<file path="config.mk">
export PLATFORM = sky130hd
export DESIGN_NAME = min_tracker
export DESIGN_NICKNAME = d
export VERILOG_FILES = /design/src/source/mybest_pkg.sv /design/src/source/min_tracker.sv
export SDC_FILE = /design/constraint.sdc
export NUM_CORES = 1
export LEC_CHECK = 0
export ABC_AREA = 1
export BUFFER_PORTS_ARGS = -buffer_cell sky130_fd_sc_hd__buf_2
export CAP_MARGIN = 30
export CORE_MARGIN = 1.5
export CORE_UTILIZATION = 52
export CTS_BUF_LIST = sky130_fd_sc_hd__clkbuf_4
export DETAILED_ROUTE_END_ITERATION = 6
export GPL_ROUTABILITY_DRIVEN = 0
export PLACE_DENSITY_LB_ADDON = 0.2
export RECOVER_POWER = 25
export SETUP_SLACK_MARGIN = 0.1
export SLEW_MARGIN = 20
export SYNTH_ARGS = -nofsm -noshare
export SYNTH_HDL_FRONTEND = slang
export SYNTH_SLANG_ARGS = --single-unit
</file>
<file path="constraint.sdc">
create_clock -name clock -period 2 [get_ports clock]
set_clock_uncertainty 0.05 [all_clocks]
set_input_delay 0.3 -clock clock [delete_from_list [all_inputs] [get_ports clock]]
set_output_delay 0.3 -clock clock [all_outputs]
set_load 0.02 [all_outputs]
</file>
<file path="src/source/mybest_pkg.sv">
package mybest_pkg;

    typedef logic [15:0] word_t;       // q8.8 cost, multiplier or product
    typedef logic [11:0] addr_t;       // byte address into node memory
    typedef logic [15:0] battery_t;    // q0.16 charge fraction
    typedef logic [3:0]  hcm_index_t;  // 0 to 10

    // node memory layout, byte addresses with one word per even address
    localparam addr_t q_base   = 12'h1C8;  // first q-value
    localparam addr_t q_last   = 12'h246;  // last q-value, 64 entries
    localparam addr_t hcm_base = 12'h648;  // charge multiplier table

    localparam int hcm_length = 11;

    localparam word_t mybest_init = 16'hFFFE;  // starting minimum

    localparam int mem_words   = 1024;
    localparam int mem_index_w = $clog2(mem_words);  // word index bits

    typedef enum logic [2:0] {
        idle,       // waiting for start
        scan_q,     // one q read per cycle
        fetch_hcm,  // latch hcm index from battery
        wait_hcm,   // hcm read issued
        finished    // result held until start drops
    } scan_state_t;

    // travels with each read so the returning word can be told apart
    typedef struct packed {
        logic q_valid;    // word is a q-value
        logic hcm_valid;  // word is the selected multiplier
    } read_tag_t;

    typedef struct packed {
        word_t mybest;  // scaled best cost
        logic  done;    // result valid
    } best_cost_t;

endpackage

</file>
<file path="src/source/min_tracker.sv">
`timescale 1ns/1ns

module min_tracker (
    input  logic              clock,
    input  logic              rst_n,
    input  logic              clear,
    input  logic              q_valid,
    input  mybest_pkg::word_t data,
    output mybest_pkg::word_t min_cost
);

    logic smaller;

    // strict compare, equal entries keep the old minimum
    assign smaller = data < min_cost;

    always_ff @(posedge clock) begin
        if (!rst_n) begin
            min_cost <= mybest_pkg::mybest_init;
        end else if (clear) begin
            min_cost <= mybest_pkg::mybest_init;  // new run
        end else if (q_valid && smaller) begin
            min_cost <= data;
        end
    end

endmodule

</file>
==> flow_summary.toml <==
[status]
outcome = "complete, no violations"

[synth]
ys_seq_area_share_pct = 28.99
yosysTopAreaCell = "dfxtp_1"
syn_area_per_cell_um2 = 7.780
syn_nets = 177
ys_warn_count = 0
ys_top_cells_by_area = "dfxtp_1, ha_1, nand3_1"
synth.top_cell.area_share_pct = 28.99
ys_types = 19
synth_seq_cells = 16
synthCells = 142
synth.cell_area_um2 = 1105

[power_and_ir_drop]
clkPwrFrac_pct = 23.3
leakage_nw = 0.8481
power.density_nw_per_um2 = 516.2
p_switching_uw = 252.5
finalPower_uw = 756.4
ir_drop_mv = 0.3687
pwr-share-comb_pct = 30.6
intPower_uw = 503.9
p_seq_share_pct = 46.1
swShare_pct = 33.38

[global_routing]
grt_overflow_total = 0
antenna_found_initial = 0
grt_pass1_wl_mm = 3.912
grt_pass1_vias = 971
grt_use_total_pct = 20.57
grt_max_degree = 17

[sta]
tns_ns = 0
fin_crit_sh_pct = 91.21
finalSetupViolCount = 0
fmax_ghz = 0.5482
slew_violations = 0
tightest_slew_ns = 0.2664
grt_setup_unrepaired = "no"
min_period_ns = 1.824
finalHoldViolations = 0
slew_headroom_pct = 82.32

[route]
drt_iter0_drc = 24
remaining_drc_errors = 0
wl_met3_um = 152
dr_wl_met2_mm = 1.369
first_pass_iters = 4
vias = 1113
avgViaCountPerCell = 5.129
final_antenna_net_count = 0
wl_met1_mm = 1.087
maxUsedRoutingLayer = "met4"
wl_per_cell_um = 12.18
routed_wl_mm = 2.642

[hold_path]
worstHoldPathCells = 3
hp-class = "input port to flip-flop"

[clocking]
cts.sinks = 16
cts-buffers-inserted = 3
htreeDepth = 1
cts_buffer_depth = 2
cts_tree = "done"
clk_pin_slew_worst_paths_ns = 0.10
clock_latency_ns = 0.29
cts-root-buf = "clkbuf_4"
postCtsHoldBufs = 0

[placed_design]
dp_hpwl_mm = 1.847
portBuffers = 35

[worst_setup_path]
critPathCaptureType = "flip-flop"
r2r_slack_ns = 0.18
startpoint_type = "flip-flop"
cp-startpoint = "min_cost[5]$_SDFFE_PP1P_"
r2r-end = "min_cost[11]$_SDFFE_PP1P_"
crit_required_ns = 2.18
path_depth = 10
cp-endpoint = "min_cost[11]$_SDFFE_PP1P_"
reg2regPathDepth = 10
path_delay_family = "simple AND/OR/NAND/NOR gates"
slowest_delay_ns = 0.36
worstPathCellList = "inv_1 -> ha_1 -> a21oi_2 -> nor2_1 -> nor3_2 -> nand2_2 -> nand2_4 -> buf_2 -> nand3_1 -> nand3_2"
cp.arrival_ns = 2.01
cp_max_fo = 6
critPathKind = "flip-flop to flip-flop"
crit-reg2reg-launch = "min_cost[5]$_SDFFE_PP1P_"
crit_buf_inv = 2
critPathSlowestCell = "dfxtp_2"

[layout]
areaGrowthSynthToFinish_pct = 32.62
nets = 226
largest_reg_flops = 16
fillers = 160
drive_above_1_share_pct = 41.05
top_regs = "min_cost x16"
regMostFlops = "min_cost"
antenna_cells = 0

[job]
max_cap_violations = 0

[floorplan]
io_pins = 36
die_height_um = 49.10
rows = 16
dieArea_um2 = 2410
start_util_pct = 55.74
coreArea_um2 = 1982
die_w_um = 49.10
timing repair:
action | CTS | global route
resized for setup | 0 | 11
setup endpoints to repair | 0 | 16
buffers inserted | 0 | 6
cell type report:
cell class	count	area, um^2	area share, %
Multi-Input combinational cell	99	714.4	48.76
Timing Repair Buffer	46	274.0	18.70
Clock buffer	3	22.52	1.537
Tap cell	27	33.78	2.306
Sequential cell	16	322.8	22.03
Inverter	25	93.84	6.405
Clock inverter	1	3.754	0.2562
layout by cell type, fill, tap and decap left out, types with 2 or more instances in the layout:
cell	instances
nand3_2	11
clkbuf_4	3
buf_2	28
a21oi_2	2
clkbuf_1	8
nor2_4	2
nand2_2	12
a21oi_1	3
nand2_4	2
dfxtp_1	14
nand2_1	21
dfxtp_2	2
buf_12	2
buf_4	7
inv_1	24
nor2_1	4
o21ai_2	2
ha_1	15
nand3_1	22
layer usage:
layer / global-route usage, % / vias to the layer above
met1: 24.05 / 511
met5: 0 / -
met3: 4.294 / 5
met4: 7.619 / 0
li1: - / 559
met2: 36.49 / 38
how the worst min path moves through the flow:
| stage | from | to | slack, ns |
|---|---|---|---|
| 2_1_floorplan | data[15] | min_cost[15]$_SDFFE_PP1P_ | 0.40 |
| 5_1_grt | data[3] | min_cost[3]$_SDFFE_PP1P_ | 0.22 |
| 4_1_cts | data[4] | min_cost[4]$_SDFFE_PP1P_ | 0.22 |
| 6_report | data[15] | min_cost[15]$_SDFFE_PP1P_ | 0.21 |
| 3_5_place_dp | min_cost[11]$_SDFFE_PP1P_ | min_cost[11]$_SDFFE_PP1P_ | 0.42 |
| 3_3_place_gp | min_cost[15]$_SDFFE_PP1P_ | min_cost[15]$_SDFFE_PP1P_ | 0.41 |
worst reg2reg max path, stage by stage, from the launching register on:
cell and delay [ns]:
dfxtp_2 0.36, inv_1 0.04, ha_1 0.29, a21oi_2 0.12, nor2_1 0.06, nor3_2 0.20, nand2_2 0.12, nand2_4 0.17
buf_2 0.18, nand3_1 0.09, nand3_2 0.08
power by group through the flow:
stage	combinational [mW]	clock, mW	sequential (mW)
2_1_floorplan	0.119	0	0.374
3_3_place_gp	0.193	0	0.355
3_5_place_dp	0.201	0	0.356
4_1_cts	0.202	0.178	0.348
5_1_grt	0.257	0.193	0.351
6_report	0.231	0.176	0.349
metrics by stage:
stage | util [%] | cells | worst slack, ns | hold slack (ns) | instance area, um^2
after floorplan | - | 142 | 0.1896 | 0.4044 | 1105
after global placement | 66.22 | 204 | 0.1642 | 0.4108 | 1313
after detailed placement | 66.22 | 204 | 0.1236 | 0.4219 | 1313
after CTS | 67.55 | 208 | 0.1368 | 0.2167 | 1339
after global routing | 73.93 | 217 | 0.07597 | 0.2217 | 1465
final | 73.93 | 217 | 0.1759 | 0.2143 | 1465
logic make-up (layout without fill, tap and decap cells):
group	after synthesis	after routing	share of synthesized area, %
flops	16	16	28.99
compound gates	7	7	4.191
buf+inv	29	75	11.32
simple gates	75	77	38.51
fa+ha+maj	15	15	16.99
synthesized netlist by cell type:
| cell type | number |
|---|---|
| buf_2 | 1 |
| nand4_2 | 1 |
| dfxtp_1 | 16 |
| nand3_1 | 23 |
| nor3_1 | 1 |
| a21oi_2 | 1 |
| nand2_1 | 22 |
| inv_1 | 24 |
| ha_1 | 15 |
| inv_2 | 1 |
| nand2_4 | 1 |
| buf_6 | 1 |
| nor2_4 | 1 |
| o21ai_2 | 2 |
| nand3_2 | 10 |
| buf_4 | 2 |
| nor2_1 | 5 |
| nand2_2 | 11 |
| a21oi_1 | 4 |
No activity file was read; power rests on OpenSTA's default activity.
