`config.mk`:
```
export PLATFORM = sky130hd
export DESIGN_NAME = scan_sequencer
export DESIGN_NICKNAME = d
export VERILOG_FILES = /design/src/source/mybest_pkg.sv /design/src/source/scan_sequencer.sv
export SDC_FILE = /design/constraint.sdc
export NUM_CORES = 1
export LEC_CHECK = 0
export BUFFER_PORTS_ARGS = -buffer_cell sky130_fd_sc_hd__buf_2
export CORE_UTILIZATION = 59
export CTS_BUF_LIST = sky130_fd_sc_hd__clkbuf_8
export DETAILED_ROUTE_END_ITERATION = 16
export GPL_TIMING_DRIVEN = 1
export PLACE_DENSITY = 0.9
export SLEW_MARGIN = 20
export SYNTH_ARGS = -nofsm -noshare
export SYNTH_HDL_FRONTEND = slang
export SYNTH_SLANG_ARGS = --single-unit
```
`constraint.sdc`:
```
create_clock -name clock -period 4.53 [get_ports clock]
set_clock_uncertainty 0.05 [all_clocks]
set_input_delay 0.6795 -clock clock [delete_from_list [all_inputs] [get_ports clock]]
set_output_delay 0.6795 -clock clock [all_outputs]
set_load 0.02 [all_outputs]
```
`src/source/mybest_pkg.sv`:
```
package mybest_pkg;

    typedef logic [15:0] word_t;       // q8.8 cost, multiplier or product
    typedef logic [11:0] addr_t;       // byte address into node memory
    typedef logic [15:0] battery_t;    // q0.16 charge fraction
    typedef logic [3:0]  hcm_index_t;  // 0 to 10

    // node memory layout, byte addresses with one word per even address
    localparam addr_t q_base   = 12'h1C8;  // first q-value
    localparam addr_t q_last   = 12'h246;  // last q-value, 64 entries
    localparam addr_t hcm_base = 12'h648;  // charge multiplier table

    localparam int hcm_length = 11;

    localparam word_t mybest_init = 16'hFFFE;  // starting minimum

    localparam int mem_words   = 1024;
    localparam int mem_index_w = $clog2(mem_words);  // word index bits

    typedef enum logic [2:0] {
        idle,       // waiting for start
        scan_q,     // one q read per cycle
        fetch_hcm,  // latch hcm index from battery
        wait_hcm,   // hcm read issued
        finished    // result held until start drops
    } scan_state_t;

    // travels with each read so the returning word can be told apart
    typedef struct packed {
        logic q_valid;    // word is a q-value
        logic hcm_valid;  // word is the selected multiplier
    } read_tag_t;

    typedef struct packed {
        word_t mybest;  // scaled best cost
        logic  done;    // result valid
    } best_cost_t;

endpackage

```
`src/source/scan_sequencer.sv`:
```
`timescale 1ns/1ns

module scan_sequencer (
    input  logic                  clock,
    input  logic                  rst_n,
    input  logic                  start,
    input  mybest_pkg::battery_t  battery,
    output mybest_pkg::addr_t     read_addr,
    output mybest_pkg::read_tag_t read_tag,
    output logic                  clear
);

    mybest_pkg::scan_state_t state;
    mybest_pkg::addr_t       q_addr;
    mybest_pkg::hcm_index_t  hcm_index;
    mybest_pkg::hcm_index_t  index_calc;
    mybest_pkg::read_tag_t   issue_tag;
    logic [19:0]             battery_x10;
    logic                    has_fraction;

    // k = ceil(10 * battery), battery is q0.16
    assign battery_x10  = 20'(battery) * 20'd10;
    assign has_fraction = |battery_x10[15:0];  // round up on any remainder

    always_comb begin
        index_calc = battery_x10[19:16] + mybest_pkg::hcm_index_t'(has_fraction);
        if (index_calc >= mybest_pkg::hcm_index_t'(mybest_pkg::hcm_length)) begin
            index_calc = mybest_pkg::hcm_index_t'(mybest_pkg::hcm_length - 1);
        end
    end

    always_ff @(posedge clock) begin
        if (!rst_n) begin
            state  <= mybest_pkg::idle;
            q_addr <= mybest_pkg::q_base;
        end else if (!start) begin
            state <= mybest_pkg::idle;  // level start, dropping it aborts
        end else begin
            case (state)
                mybest_pkg::idle: begin
                    state  <= mybest_pkg::scan_q;
                    q_addr <= mybest_pkg::q_base;
                end
                mybest_pkg::scan_q: begin
                    if (q_addr == mybest_pkg::q_last) begin
                        state <= mybest_pkg::fetch_hcm;
                    end else begin
                        q_addr <= q_addr + 12'd2;  // next word
                    end
                end
                mybest_pkg::fetch_hcm: begin
                    state <= mybest_pkg::wait_hcm;
                end
                mybest_pkg::wait_hcm: begin
                    state <= mybest_pkg::finished;
                end
                mybest_pkg::finished: begin
                    state <= mybest_pkg::finished;  // hold until start low
                end
                default: begin
                    state <= mybest_pkg::idle;
                end
            endcase
        end
    end

    always_ff @(posedge clock) begin
        if (state == mybest_pkg::fetch_hcm) begin
            hcm_index <= index_calc;
        end
    end

    always_comb begin
        issue_tag = '0;
        read_addr = q_addr;
        case (state)
            mybest_pkg::scan_q: begin
                issue_tag.q_valid = start;
            end
            mybest_pkg::wait_hcm: begin
                read_addr           = mybest_pkg::hcm_base + mybest_pkg::addr_t'({hcm_index, 1'b0});
                issue_tag.hcm_valid = start;
            end
            default: begin
                issue_tag = '0;
            end
        endcase
    end

    // tag follows the memory by one cycle
    always_ff @(posedge clock) begin
        if (!rst_n) begin
            read_tag <= '0;
        end else begin
            read_tag <= issue_tag;
        end
    end

    assign clear = (state == mybest_pkg::idle) && start;  // first edge of a run

endmodule
```
==> metrics.csv <==
stage,metric,value,unit
place,number_of_instances_in_the_placed_design,307,
floorplanning,core_area,0.00315,mm^2
yosys,synth.lib_cells_used.distinct,61,
sta,finalHoldViolations,0,
floorplanning,fp-row-count,20,
worst_setup_path,critical_path_buf_inv_count,1,
clock_network,cts_tree,built,
worst_setup_path,critical_path.cell_chain,"buf_2, ha_1, ha_1, a21o_1, a21oi_1, nand2_2, a2111oi_0, mux2i_1, o22ai_1, nand4_1, ha_1, ha_1, or3_2, o311ai_1, o21ai_1",
power_and_ir_drop,power_density,239,mW/mm^2
layout,fillerInstances,256,
clock_network,post_cts.repair.setup_buffers,0,
place,detailedPlace.worstSlack,72.9,ps
sta,slew_viol_final,0,
yosys,number_of_instances_in_the_synthesized_netlist,235,
worst_hold_path,timing.hold.worst_path_depth,2,
clock_network,cts-root-to-sink-buffers,2,
power_and_ir_drop,p_sw_share,35.5,%
yosys,post_syn_area,0.00202,mm^2
yosys,dominantRegCellSynth,sky130_fd_sc_hd__dfxtp_1,
grt,tot_gr_track_use,26.5,%
worst_setup_path,cp_top_family,adder cells,
worst_setup_path,arrival,4150,ps
yosys,synth_edf_count,4,
yosys,synth_commonest_cells,"sky130_fd_sc_hd__ha_1 (32), sky130_fd_sc_hd__nor2_1 (20), sky130_fd_sc_hd__dfxtp_1 (16)",
layout,layout.core_utilization,71.8,%
clock_network,clock_latency,260,ps
yosys,synth_seq_cells,20,
worst_setup_path,worstPathRequired,4490,ps
outcome,result_of_the_run,completed,
route,detailedRoute.firstIterationViolations,58,
grt,maximum_number_of_pins_on_one_net_before_global_route_repair,15,
worst_hold_path,timing.hold.worst_endpoint,state[2],
floorplanning,dieHeight,60.6,um
route,wl_per_cell,14.6,um
clock_network,numCtsBuffers,3,
grt,number_of_global_route_vias_before_repair,1756,
sta,max_slew.worst_pin.slew,558,ps
worst_setup_path,setup.worst_path.start_class,input port,
floorplanning,pin_count,34,
floorplanning,fp.dieArea,0.00367,mm^2
worst_setup_path,critPathMaxStageDelay,490,ps
worst_setup_path,worst_path_max_delay_cell,sky130_fd_sc_hd__or3_2,
floorplanning,fp.dieW,60.6,um
power_and_ir_drop,clock_power_share,21.7,%
power_and_ir_drop,comb_pwr_share,43.0,%
grt,antenna_violations_before_repair,0,
place,dp.final_hpwl,3620,um
worst_setup_path,critical-path-top-cell-by-count,sky130_fd_sc_hd__ha_1,
sta,unrepaired_setup_endpoints_after_global_routing,false,
worst_setup_path,ff2ff_path_depth,7,
power_and_ir_drop,net-switching-power,0.000192,W
yosys,synth_most_common_cell,sky130_fd_sc_hd__ha_1,
layout,area_growth_syn_to_layout,11.9,%
worst_hold_path,holdCritPathClass,flip-flop to flip-flop,
power_and_ir_drop,internal_power,0.000350,W
worst_hold_path,worstHoldStart,state[2],
worst_setup_path,launch_point_of_the_worst_reg_to_reg_path,state[0],
grt,global_route_wire_length_before_repair,7360,um
yosys,yosysTopAreaCell,sky130_fd_sc_hd__ha_1,
sta,hold_slack,457,ps
sta,tns,0,ps
sta,shortest_period_the_worst_path_allows,4190,ps
route,finalWirelength,4530,um
clock_network,cts_resized,0,
worst_setup_path,crit-reg2reg-capture,q_addr[9],
yosys,synth_fp_nets,287,
route,vias,1934,
yosys,postSynth.asyncResetShare,0,%
clock_network,cts.sink_count,20,
worst_setup_path,r2r_slack,2460,ps
clock_network,path_clk_slew,70,ps
power_and_ir_drop,power.leakage,1.02,nW
route,drc,0,
route,vias_per_cell,6.22,
yosys,synth.avg_cell_area,8.61,um^2
power_and_ir_drop,seq_power_share,35.2,%
worst_setup_path,end_kind,flip-flop,
yosys,yosys-top-cells-area,"sky130_fd_sc_hd__ha_1 (20%), sky130_fd_sc_hd__dfxtp_1 (16%), sky130_fd_sc_hd__edfxtp_1 (5.9%)",
route,detail-route-antenna-nets,0,
route,drt-pass1-iter-count,4,
clock_network,quantity_of_hold_fixing_buffers_added_after_cts,0,
layout,layout-drive-gt1-share,19.1,%
clock_network,cts_root_buffer,sky130_fd_sc_hd__clkbuf_8,
layout,num_antenna_cells,0,
grt,globalRoute.totalOverflow,0,
place,routabilityCongestion,0.851,
worst_setup_path,crit_fanout,8,
yosys,synth.yosys.warnings,0,
place,total_of_buffers_placed_on_input_and_output_ports,32,
sta,final.setup.worst_slack,340,ps
sta,relSlewSlack,62.7,%
sta,timing.fmax,239,MHz
run,timing.max_cap.violations,0,
sta,finalSetupViolCount,0,
layout,final-instance-count-excl-fill,311,
layout,finalNetCount,320,
clock_network,ctsHtreeMaxLevel,1,
yosys,yosys.area.top_type_share,19.8,%
sta,final_min_period_over_clock_period,92.5,%
power_and_ir_drop,max-vdd-ir-drop,0.163,mV
worst_setup_path,worst-setup-path-type,input port to flip-flop,
floorplanning,initial_utilization,64.2,%
yosys,synth.yosys.seq_area_share,21.8,%
## power by group through the flow
stage                     clock, W  sequential, W  combinational, W
final                     0.000118       0.000191          0.000233
after global routing      0.000125       0.000191          0.000262
after CTS                 0.000118       0.000191          0.000231
after detailed placement         0       0.000195          0.000229
after global placement           0       0.000195          0.000220
after floorplan                  0       0.000195          0.000177
## routing by layer
layer / routed length (um) / global-route usage [%]
met5: 0 / 0
met4: 80 / 8.44
met3: 215 / 5.12
met2: 2200 / 46.0
met1: 2040 / 33.0
## worst min-delay path: stages (launching register included)
cell,delay (ps)
sky130_fd_sc_hd__dfxtp_1,350
sky130_fd_sc_hd__nand2_1,60
sky130_fd_sc_hd__a21oi_1,50
## cell families after synthesis
family / after synthesis / synth area share [%]
simple gates: 93 / 25.7
compound gates: 56 / 19.4
fa+ha+maj: 33 / 20.8
flops: 20 / 21.8
xor+xnor: 15 / 6.86
buf+inv: 12 / 2.60
mux: 5 / 2.72
other cells: 1 / 0.185
## registers in the layout, summed over array words and instances (netlist names)
name	cells
q_addr	11
state	3
hcm_index	4
read_tag	2
## worst max-delay path by stage
| stage | start | end | slack [ps] | cells after the start |
|---|---|---|---|---|
| finish | battery[5] | hcm_index[1] | 340 | 15 |
| global placement | battery[5] | hcm_index[1] | 270 | 15 |
| floorplan | battery[3] | hcm_index[1] | 470 | 15 |
| global route | battery[5] | hcm_index[1] | 90 | 15 |
| CTS | battery[5] | hcm_index[1] | 350 | 15 |
| detailed placement | battery[5] | hcm_index[1] | 70 | 15 |
## area by class of cell
| cell class | instances | area [um^2] | area share (%) |
|---|---|---|---|
| sequential | 20 | 440 | 19.4 |
| multi-input combinational | 203 | 1530 | 67.6 |
| clock buffer | 3 | 41.3 | 1.82 |
| clock inverter | 1 | 3.75 | 0.166 |
| inverter | 7 | 26.3 | 1.16 |
| tap | 44 | 55.1 | 2.43 |
| timing repair buffer | 33 | 168 | 7.40 |
## metrics by stage
stage / power, W / instance area, um^2
2_1_floorplan: 0.000372 / 2020
3_5_place_dp: 0.000424 / 2220
5_1_grt: 0.000578 / 2260
6_report: 0.000542 / 2260
3_3_place_gp: 0.000415 / 2220
4_1_cts: 0.000540 / 2260
## cells in the final DEF, fill, tap and decap left out, types with 5 or more instances in the layout
cell                        n
sky130_fd_sc_hd__ha_1      32
sky130_fd_sc_hd__xnor2_1    6
sky130_fd_sc_hd__o21ai_1    7
sky130_fd_sc_hd__o21ai_0    7
sky130_fd_sc_hd__and3_1     5
sky130_fd_sc_hd__buf_2     32
sky130_fd_sc_hd__nand2b_1   5
sky130_fd_sc_hd__nand4_1    7
sky130_fd_sc_hd__a21oi_1   15
sky130_fd_sc_hd__dfxtp_1   16
sky130_fd_sc_hd__nor2_1    20
sky130_fd_sc_hd__inv_1      8
sky130_fd_sc_hd__nand3_1    9
sky130_fd_sc_hd__xor2_1     8
sky130_fd_sc_hd__nand2_1   12
(Power assumes the default switching activity.)
