File: src/source/mybest_pkg.sv
package mybest_pkg;

    typedef logic [15:0] word_t;       // q8.8 cost, multiplier or product
    typedef logic [11:0] addr_t;       // byte address into node memory
    typedef logic [15:0] battery_t;    // q0.16 charge fraction
    typedef logic [3:0]  hcm_index_t;  // 0 to 10

    // node memory layout, byte addresses with one word per even address
    localparam addr_t q_base   = 12'h1C8;  // first q-value
    localparam addr_t q_last   = 12'h246;  // last q-value, 64 entries
    localparam addr_t hcm_base = 12'h648;  // charge multiplier table

    localparam int hcm_length = 11;

    localparam word_t mybest_init = 16'hFFFE;  // starting minimum

    localparam int mem_words   = 1024;
    localparam int mem_index_w = $clog2(mem_words);  // word index bits

    typedef enum logic [2:0] {
        idle,       // waiting for start
        scan_q,     // one q read per cycle
        fetch_hcm,  // latch hcm index from battery
        wait_hcm,   // hcm read issued
        finished    // result held until start drops
    } scan_state_t;

    // travels with each read so the returning word can be told apart
    typedef struct packed {
        logic q_valid;    // word is a q-value
        logic hcm_valid;  // word is the selected multiplier
    } read_tag_t;

    typedef struct packed {
        word_t mybest;  // scaled best cost
        logic  done;    // result valid
    } best_cost_t;

endpackage

File: src/source/cost_multiplier.sv
`timescale 1ns/1ns

module cost_multiplier (
    input  logic                   clock,
    input  logic                   rst_n,
    input  logic                   start,
    input  logic                   hcm_valid,
    input  mybest_pkg::word_t      min_cost,
    input  mybest_pkg::word_t      hcm_word,
    output mybest_pkg::best_cost_t best
);

    logic [31:0]       product;
    mybest_pkg::word_t scaled;

    // q8.8 times q8.8 gives q16.16, keep the middle 16 bits
    assign product = min_cost * hcm_word;

    always_comb begin
        if (|product[31:24]) begin
            scaled = '1;  // saturate
        end else begin
            scaled = product[23:8];
        end
    end

    always_ff @(posedge clock) begin
        if (!rst_n) begin
            best.mybest <= mybest_pkg::mybest_init;
            best.done   <= 1'b0;
        end else if (!start) begin
            best.done <= 1'b0;  // mybest keeps its last value
        end else if (hcm_valid) begin
            best.mybest <= scaled;
            best.done   <= 1'b1;
        end
    end

endmodule

File: config.mk
export PLATFORM = sky130hd
export DESIGN_NAME = cost_multiplier
export DESIGN_NICKNAME = d
export VERILOG_FILES = /design/src/source/mybest_pkg.sv /design/src/source/cost_multiplier.sv
export SDC_FILE = /design/constraint.sdc
export NUM_CORES = 1
export LEC_CHECK = 0
export ABC_CLOCK_PERIOD_IN_PS = 6600
export BUFFER_PORTS_ARGS = -buffer_cell sky130_fd_sc_hd__buf_2
export CORE_MARGIN = 5
export CORE_UTILIZATION = 35
export CTS_BUF_LIST = sky130_fd_sc_hd__clkbuf_8
export DETAILED_ROUTE_END_ITERATION = 10
export MAX_ROUTING_LAYER = met4
export PLACE_DENSITY = 0.58
export REMOVE_ABC_BUFFERS = 1
export SLEW_MARGIN = 20
export SYNTH_ARGS = -nofsm -noshare
export SYNTH_HDL_FRONTEND = slang
export SYNTH_SLANG_ARGS = --single-unit
File: constraint.sdc
create_clock -name clock -period 6.6 [get_ports clock]
set_input_delay 0.99 -clock clock [delete_from_list [all_inputs] [get_ports clock]]
set_output_delay 0.99 -clock clock [all_outputs]
set_load 0.02 [all_outputs]
==> results.md, run 1 <==
- The wire length on met2 is 12.0 mm.
- The flip-flop count of the largest register after layout is 17.
- Ranked by total cell area, the synthesized netlist is headed by fa_1, ha_1, inv_1.
- The overflow left after global routing is 0.
- The total setup violations reported at the end of the flow is 0.
- In this design, the stage delay of the slowest critical-path cell is 0.55 ns.
- For this block, the initial DRC count from the detailed router was 469.
- From synthesis to final layout, the design area changed by 24.9%.
- The fraction of layout cells with a size suffix above 1 is 0.232.
- The detailed-route DRC error count is 0.
- Wire segments on met3 add up to 542 µm in the final route.
- Derived from the worst setup path, the maximum achievable clock frequency is 154 MHz.
- Clock-pin slew was measured on the worst setup and hold paths at 0.06 ns.
- At the end of routability-driven placement, the weighted congestion stood at 0.902.
- The startpoint type of the worst setup path is an input port.
- The register containing the most flip-flops in the final layout is best.
- Walking the worst path, the cells encountered are clkbuf_4, and2_4, fa_1, inv_1, fa_1, inv_1, fa_2, fa_1, fa_1, inv_1, fa_1, inv_1, ha_4, buf_6, nand2_1, a2111oi_4, buf_4, o211ai_1, nand2_1, o221ai_4, clkbuf_16, nor4_4, a21oi_1.
- The first TritonRoute pass finished after 5 iterations.
- For the final database, setup skew stands at 0 ns.
- The area enclosed by the die boundary is 0.0310 mm².
- For this block, wires on met1 add up to 12.0 mm.
- The most prevalent standard cell on the critical path is fa_1.
- On the critical path, the stage with the largest delay is an instance of fa_2.
- For the final routed database, the setup TNS stands at 0 ns.
- The number of max-slew violations in the final report is 0.
- The worst setup path is of the in2reg kind.
- The clock passes through at most 2 buffers.
- The horizontal die dimension is 176 µm.
- The average instance in the mapped netlist occupies 8.42 µm².
- The post-detailed-route via-to-cell ratio is 4.75.
- The post-synthesis cell type count is 55.
- The flow ran to the end, and the final reports show no timing, DRC or antenna violations.
- The placed cell area is 0.0113 mm².
- The post-synthesis register bit count is 17.
- The clock tree from TritonCTS is built.
- The headroom to the max-slew limit is 0.449.
- Clock tree synthesis inserted a total of 3 buffers.
- The number of levels the H-tree was split into is 1.
- The transition time of the tightest slew-check pin is 0.818 ns.
- The synthesized design contains 0 enable-type register cells.
- The number of antenna violations at the first check in global routing is 0.
- For the worst-skew pair, the clock arrives at the later sink with an insertion delay of 0.25 ns.
- The sequential cell area fraction in the yosys report is 0.0352.
- STA puts the critical path data required time at 6.74 ns.
- For this block, the via count after detailed routing is 8003.
- The number of failing hold endpoints at the final stage came to 0.
- Once detailed placement completed, the half-perimeter wirelength came to 21.5 mm.
- The critical-path maximum fanout is 8.
- The remaining antenna violation count is 0.
- The capturing element type of the critical path is a flip-flop.
- Counting flops with an async set or reset pin after synthesis yields a share of 0.
- After the last flow step, the layout net total stands at 1642.
- Port buffering added 52 buffers.
- The commonest register cell after synthesis is dfxtp_1.
- The final cycle utilization of the critical path is 0.984.
- The share of synthesized area in the top cell type comes to 0.400.
- Measured along the y axis, the die boundary spans 176 µm.
- At the worst endpoint, the arrival time is 6.63 ns.
- The average detailed-routed wire length per instance is 14.7 µm.
- The initialized floorplan defines 60 standard-cell rows.
- The number of ports placed on the die boundary is 53.
- Entering global routing, the biggest net connects 17 pins.
- Summing every instance area after synthesis gives 0.00967 mm².
- The number of max-capacitance violations reported is 0.
- The final instance area is 0.0121 mm².
- The number of cells produced by synthesis is 1148.
- The number of sinks handled by clock tree synthesis is 17.
- The highest metal layer carrying signal wires in the routed design is met4.
- The overall routed net length is 24.7 mm.
- The number of global-route vias before repair is 8427.
- The most common cell after layout, fill and taps aside is inv_1.
- The count of hold-fix buffers inserted at cts is 0.
- The combined global-route utilization of all metal layers is 0.165.
- The tree is rooted in a clkbuf_8.
- The Yosys step of the flow raised 0 warnings.
- The top cell types in the final layout, fill and taps aside, are inv_1, fa_1, nand2_1.
- The largest registers in the layout are best (17).
- The total area inside the core boundary comes to 0.0271 mm².
- The global-route wire length before repair is 41.6 mm.
- The min-delay analysis places its worst path in the category reg2reg.
- The largest total area in the synthesized netlist belongs to fa_1.
- The effective utilization at floorplan is 0.357.
- The clock period could shrink to 6.49 ns.
[worst max-delay path: cells and delay by family]
family / cells / cell delay [ns]
AOI/OAI and AO/OA: 4 / 0.75
adders and majority gates: 7 / 3.35
buffers and inverters: 8 / 0.91
and+or+nand+nor: 4 / 0.64
[synthesized netlist by cell type (9+ instances only)]
cell type  instances
ha_1             101
and2_1           138
o21ai_0           31
nor4_1            18
a21o_1            10
nor2_1            33
nor3_1            10
nand2_1          163
clkbuf_1          34
fa_1             193
nand3_1            9
inv_1            239
dfxtp_1           17
a21oi_1           56
[through the flow]
stage / std cells / util / setup WS (ns) / hold slack (ns)
after floorplan: 1100 / - / 0.163 / 0.558
after CTS: 1674 / 0.419 / 0.00155 / 0.489
after global routing: 1683 / 0.445 / -0.0548 / 0.500
after detailed placement: 1668 / 0.415 / -0.426 / 0.475
after global placement: 1668 / 0.415 / -0.399 / 0.473
final: 1684 / 0.445 / 0.107 / 0.485
[cells by family (layout without fill, tap and decap cells)]
group	count (synthesis)	in the layout	share of synthesized area
other	0	1	0
adders and majority gates	294	294	0.530
buffers and inverters	287	450	0.123
and+or+nand+nor	395	395	0.203
DFF	17	17	0.0352
xor gates and xnor gates	16	16	0.0153
AOI/OAI and AO/OA	139	139	0.0927
[routing by layer]
| metal | up-vias | GRT usage |
|---|---|---|
| met4 | 0 | 0.0201 |
| met5 | - | - |
| li1 | 3868 | - |
| met1 | 3975 | 0.234 |
| met2 | 138 | 0.273 |
| met3 | 22 | 0.00407 |
[final cells by class]
cell class,count,area [µm²]
timing repair buffer,207,1680
sequential,17,340
fill,2643,15000
clock inverter,1,3.75
multi-input combinational,844,8640
clock buffer,3,41.3
tap,372,465
antenna,1,2.50
inverter,239,897
[final timing paths]
kind                                   start        to  slack (ns)  cells past startpoint
worst max-delay path            hcm_word[10]   best[4]        0.11                     23
worst min register to register      best[11]  best[11]        0.48                      2
worst min-delay path                best[11]  best[11]        0.48                      2
worst max register to register       best[1]   best[1]        5.98                      2
[repair_timing]
action	in CTS	in global routing
setup buffers	2	6
pin swaps	3	52
cloned	0	3
resized for setup	9	155
setup endpoints to repair	16	16
Power of run 1 is left out: the tool's default activity adds up to more than one toggle a clock period on the data nets, which glitch-free logic cannot reach.
==> run 2, diff against run 1 <==
--- a/config.mk
+++ b/config.mk
@@ -5,7 +5,7 @@
 export SDC_FILE = /design/constraint.sdc
 export NUM_CORES = 1
 export LEC_CHECK = 0
-export ABC_CLOCK_PERIOD_IN_PS = 6600
+export ABC_CLOCK_PERIOD_IN_PS = 5900
 export BUFFER_PORTS_ARGS = -buffer_cell sky130_fd_sc_hd__buf_2
 export CORE_MARGIN = 5
 export CORE_UTILIZATION = 35
==> constraint.sdc (replaced) <==
create_clock -name clock -period 5.9 [get_ports clock]
set_input_delay 0.885 -clock clock [delete_from_list [all_inputs] [get_ports clock]]
set_output_delay 0.885 -clock clock [all_outputs]
set_load 0.02 [all_outputs]
==> results.md, run 2 (synthesized netlist as in run 1, its figures left out) <==
- The run finished, with violations left.
- The final reports fail on setup timing.
- The average detailed-routed wire length per instance is 14.6 µm.
- The worst setup path is launched from an input port.
- The launch instance of the worst register-to-register path is best[2].
- The final critical delay including setup and external delays is 6.33 ns.
- The critical path data arrival time is 6.46 ns.
- The deepest clock path buffer count is 2.
- The standard cell core area is 0.0271 mm².
- The fraction of layout cells with a size suffix above 1 is 0.268.
- The number of max-capacitance violations reported is 0.
- The number of input and output port buffers inserted is 52.
- The number of antenna cells inserted is 0.
- The pre-antenna-repair detailed-routing pass consisted of 5 iterations.
- In the layout the commonest cells are inv_1, fa_1, buf_4.
- The post-detailed-route via-to-cell ratio is 4.75.
- The multi-input combinational cells in the finished layout cover a total of 0.00879 mm².
- The signed area change from the synthesized netlist to the final layout is 30.8%.
- The first global-routing pass estimated 43.4 mm of wire.
- The die covers 0.0310 mm².
- The detailed router finished its first iteration with 429 violations.
- The min-delay analysis places its worst path in the category reg2reg.
- The clock reaches the later pin of the worst-skew pair after 0.25 ns.
- The final cell utilization of the core is 0.466.
- Buffers inserted to repair hold after CTS numbered 0.
- The root buffer cell is clkbuf_8.
- The maximum frequency from static timing analysis is 158 MHz.
- In the global route stage, overall resource usage came out at 0.172.
- The overflow left after global routing is 0.
- Counting every sink on the clock net gives 17.
- Counting flops per register, the top entry is best.
- At the pin with the least slew margin, the transition time is 0.829 ns.
- For this run, the post-layout net count is 1679.
- The number of antenna violations at the first check in global routing is 0.
- The worst clock skew is 0 ns.
- The capturing element type of the critical path is a flip-flop.
- The number of cell rows is 60.
- The detail route stage leaves a number of antenna-violating nets equal to 0.
- The register with the most flip-flops in the layout has 17 of them.
- The area taken by flip-flops and latches is 340 µm².
- The die is 176 µm wide.
- The critical hold path startpoint is best[7].
- The clock tree from TritonCTS is built.
- Setup repair after global routing could not meet its margin everywhere.
- The required time reported for the critical path endpoint is 6.03 ns.
- The critical-path maximum fanout is 8.
- In this run the count of I/O pins placed on the die edge is 53.
- The number of max-slew violations in the final report was 0.
- The total via count in the routed design is 8164.
- The number of levels the H-tree was split into is 1.
- After clock tree synthesis, the clock-pin slew on the worst setup and hold paths is 0.07 ns.
- In the routed design, unresolved DRC markers number 0.
- The die boundary height is 176 µm.
- The number of failing hold endpoints at the final stage was 0.
- The congestion estimate from routability-driven global placement came to 0.901.
- Dividing the final minimum period by the clock period gives 1.07.
- The number of global-route vias before repair was 8809.
- Entering global routing, the biggest net connects 17 pins.
- The HPWL reported at the end of detailed placement is 21.7 mm.
- The most common cell after layout, fill and taps aside is inv_1.
- The count of filler cells inserted in the layout is 2602.
- The critical path is of the in2reg type.
- The largest registers in the layout are best (17).
- The routed design has 25.1 mm of wire.
- Headroom to the max-slew limit came out at 0.442.
- The effective utilization at floorplan is 0.357.
- Setup slack on the critical path of the routed design comes to -0.428 ns.
- The total setup violations reported at the end of the flow is 16.
- The most critical setup path has its startpoint at min_cost[6].
- The number of buffers inserted during clock tree synthesis is 3.
==> run 2: routing by layer <==
| metal | part of all wire | up-vias | GRT usage |
|---|---|---|---|
| met5 | 0 | - | - |
| met4 | 0.018 | 0 | 0.0299 |
| met3 | 0.035 | 38 | 0.00814 |
| met2 | 0.48 | 160 | 0.286 |
| met1 | 0.47 | 4024 | 0.239 |
| li1 | - | 3942 | - |
==> run 2: path summary, 6_finish.rpt <==
| kind | end | slack (ns) | depth (start not counted) |
|---|---|---|---|
| min reg2reg | best[7] | 0.49 | 2 |
| min | best[7] | 0.49 | 2 |
| max reg2reg | best[2] | 5.22 | 2 |
| max | best[9] | -0.43 | 23 |
==> run 2: timing repair <==
action / in CTS / in global routing
gates cloned: 3 / 1
resized for setup: 149 / 64
setup endpoints to repair: 16 / 16
buffers inserted: 18 / 5
pin swaps: 22 / 46
==> run 2: worst max-delay path, cell delays in order <==
cell       delay (ns)
buf_12           0.12
buf_4            0.13
and2_4           0.15
fa_1             0.40
inv_1            0.09
fa_1             0.44
fa_1             0.50
fa_1             0.49
inv_1            0.05
fa_1             0.56
inv_2            0.05
fa_1             0.53
inv_2            0.05
ha_4             0.29
nand2_4          0.06
a21o_1           0.18
a2111oi_4        0.38
o211ai_1         0.15
o2111a_1         0.15
a2111oi_2        0.21
o2111a_2         0.33
clkbuf_16        0.17
a21oi_1          0.08
==> run 2: per-stage QoR <==
stage	cell area, µm²	setup WS (ns)	TNS (ns)	hold WS (ns)	std cells
6_report	12600	-0.428	-6.21	0.486	1720
5_1_grt	12600	-0.664	-9.95	0.507	1720
4_1_cts	12300	-0.418	-6.46	0.491	1714
3_5_place_dp	11400	-0.977	-15.05	0.474	1690
3_3_place_gp	11400	-1.03	-15.25	0.471	1690
2_1_floorplan	9370	-0.432	-6.91	0.558	1100
==> run 2: cell type report <==
class                      count  area share
multi-input combinational    844       0.696
inverter                     239      0.0710
clock buffer                   3     0.00327
timing repair buffer         244       0.166
clock inverter                 1    0.000396
tap                          372      0.0368
sequential                    17      0.0269
Power of run 2 is left out for the same reason.
==> run 3, diff against run 2 <==
--- a/config.mk
+++ b/config.mk
@@ -6,13 +6,12 @@
 export NUM_CORES = 1
 export LEC_CHECK = 0
 export ABC_CLOCK_PERIOD_IN_PS = 5900
-export BUFFER_PORTS_ARGS = -buffer_cell sky130_fd_sc_hd__buf_2
 export CORE_MARGIN = 5
 export CORE_UTILIZATION = 35
 export CTS_BUF_LIST = sky130_fd_sc_hd__clkbuf_8
 export DETAILED_ROUTE_END_ITERATION = 10
-export MAX_ROUTING_LAYER = met4
-export PLACE_DENSITY = 0.58
+export DONT_BUFFER_PORTS = 1
+export PLACE_DENSITY = 0.57
 export REMOVE_ABC_BUFFERS = 1
 export SLEW_MARGIN = 20
 export SYNTH_ARGS = -nofsm -noshare
==> results.md, run 3 (synthesized netlist as in run 1, its figures left out) <==
- The remaining antenna violation count is 0.
- Counting along the longest clock path gives a buffer depth of 2.
- The number of clock buffers added by TritonCTS is 3.
- The minimum setup slack in the final design is -0.351 ns.
- The critical-path maximum fanout is 16.
- The library cells used most frequently in the layout, excluding fill and tap cells, are inv_1, fa_1, nand2_1.
- The average detailed-routed wire length per instance is 15.5 µm.
- The type of the worst setup path is in2reg.
- The number of antenna violations at the first check in global routing came to 0.
- The flip-flop count of the largest register after layout is 17.
- The startpoint type of the worst setup path is an input port.
- The multi-input combinational cells in the finished layout cover a total of 0.00863 mm².
- The most prevalent standard cell on the critical path is fa_1.
- The signal on the critical path passes through and2_1, fa_1, inv_1, fa_1, fa_2, fa_1, inv_1, fa_1, inv_1, fa_1, inv_2, ha_4, nand2_2, nor4_4, buf_4, o311ai_4, a21oi_2, o21ai_2, xnor2_4, buf_12, nor4_4, a21oi_2.
- For this block, the initial DRC count from the detailed router was 424.
- The final reports fail on setup timing.
- The root buffer cell is clkbuf_8.
- After detailed routing, the number of vias per cell comes to 4.88.
- The horizontal die dimension is 176 µm.
- The overall routed net length is 24.4 mm.
- After clock tree synthesis, the clock-pin slew on the worst setup and hold paths is 0.06 ns.
- Entering global routing, the biggest net connects 17 pins.
- The worst setup path is captured at a flip-flop.
- Setup repair after global routing could not meet its margin everywhere.
- After detailed routing, the number of remaining DRC violations is 0.
- The number of global-route vias before repair is 8157.
- The slowest stage of the critical path is the fa_1 cell.
- The number of max-slew violations in the final report is 0.
- The register containing the most flip-flops in the final layout is best.
- Across the routed clock network, the largest skew measured is 0 ns.
- Data on the critical path arrives at its endpoint at 6.39 ns.
- The congestion estimate from routability-driven global placement came to 0.876.
- The number of failing hold endpoints at the final stage is 0.
- The number of max-capacitance violations reported is 0.
- At the pin with the least slew margin, the transition time is 0.822 ns.
- Of the cells placed in the final design, the portion with a size suffix greater than 1 is 0.167.
- The run finished, with violations left.
- The number of search-and-repair iterations in the first detailed-routing pass is 5.
- The headroom to the max-slew limit is 0.446.
- The HPWL after detailed placement is 19.9 mm.
- TritonCTS built the clock tree.
- In the finished design, the share of the clock period the worst path needs comes to 1.06.
- For the worst-skew pair, the clock arrives at the later sink with an insertion delay of 0.25 ns.
- The number of input and output port buffers inserted is 0.
- For this design the top-level I/O count stands at 53.
- The number of sinks handled by clock tree synthesis is 17.
- The total setup violations reported at the end of the flow is 16.
- Prior to clock tree synthesis, the placed netlist has a worst setup slack of -0.834 ns.
- The count of hold-fix buffers inserted at cts is 0.
- Detailed routing inserted a total of 7692 vias.
- The type of the worst min-delay path is reg2reg.
- The largest incremental delay on the critical path is 0.54 ns.
- The count of filler cells inserted in the layout is 2734.
- Static timing analysis puts the maximum clock frequency at 160 MHz.
- The standard cell core area is 0.0271 mm².
- The number of levels the H-tree was split into is 1.
- The summed negative setup slack over all endpoints is -4.92 ns.
- At the worst endpoint, the required time is 6.04 ns.
- The first global-routing pass estimated 42.2 mm of wire.
- From synthesis to final layout, the design area changed by 16.2%.
- The sequential cells in the finished layout cover a total of 340 µm².
- The die boundary height is 176 µm.
- In the final layout, the registers with the most flip-flops are best (17).
- After the last flow step, the layout net total stands at 1536.
- The final critical delay including setup and external delays is 6.25 ns.
- The overflow left after global routing is 0.
- The number of cell rows is 60.
- In the global route stage, overall resource usage came out at 0.164.
- The number of antenna cells inserted is 0.
- The most common cell after layout, fill and taps aside is inv_1.
- The initial utilization of the core area, before any placement, comes to 0.357.
- The area enclosed by the die boundary is 0.0310 mm².
run 3: worst max-delay path: cells and delay by family:
family	cells	cell delay (ns)
adders and majority gates	7	3.34
and+or+nand+nor	4	0.85
buffers and inverters	6	0.56
AOI/OAI and AO/OA	4	0.54
xor gates and xnor gates	1	0.19
run 3: what timing repair did:
item	4_1_cts	5_1_grt
gates cloned	1	1
pin swaps	37	20
buffers inserted	7	1
endpoints found under the setup margin	16	16
gates resized for setup	73	42
run 3: per-stage QoR:
step	instance area, µm²	util	hold WS [ns]	instances
final	11200	0.415	0.588	1577
after global routing	11200	0.415	0.636	1577
after CTS	11000	0.407	0.590	1575
after detailed placement	10600	0.390	0.576	1563
after global placement	10600	0.390	0.574	1563
after floorplan	9370	-	0.558	1100
run 3: layer usage:
metal  global-route usage  vias to the layer above  part of all wire
met2                0.266                      140              0.46
li1                     -                     3655                 -
met1                0.245                     3878              0.49
met5                    0                        -                 0
met4               0.0169                        0            0.0099
met3               0.0163                       19             0.044
run 3: final timing paths:
| path | start | end | slack [ns] | cells after the start |
|---|---|---|---|---|
| setup / recovery | hcm_word[4] | best[11] | -0.35 | 22 |
| hold reg to reg | best[13] | best[13] | 0.59 | 2 |
| setup reg to reg | best[12] | best[12] | 5.15 | 2 |
| hold / removal | best[13] | best[13] | 0.59 | 2 |
run 3: area by class of cell:
| class | instances | share of cell area |
|---|---|---|
| Tap cell | 372 | 0.0414 |
| Timing Repair Buffer | 101 | 0.0761 |
| Clock buffer | 3 | 0.00368 |
| Sequential cell | 17 | 0.0303 |
| Clock inverter | 1 | 0.000334 |
| Inverter | 239 | 0.0799 |
| Multi-Input combinational cell | 844 | 0.768 |
Power of run 3 is left out for the same reason.
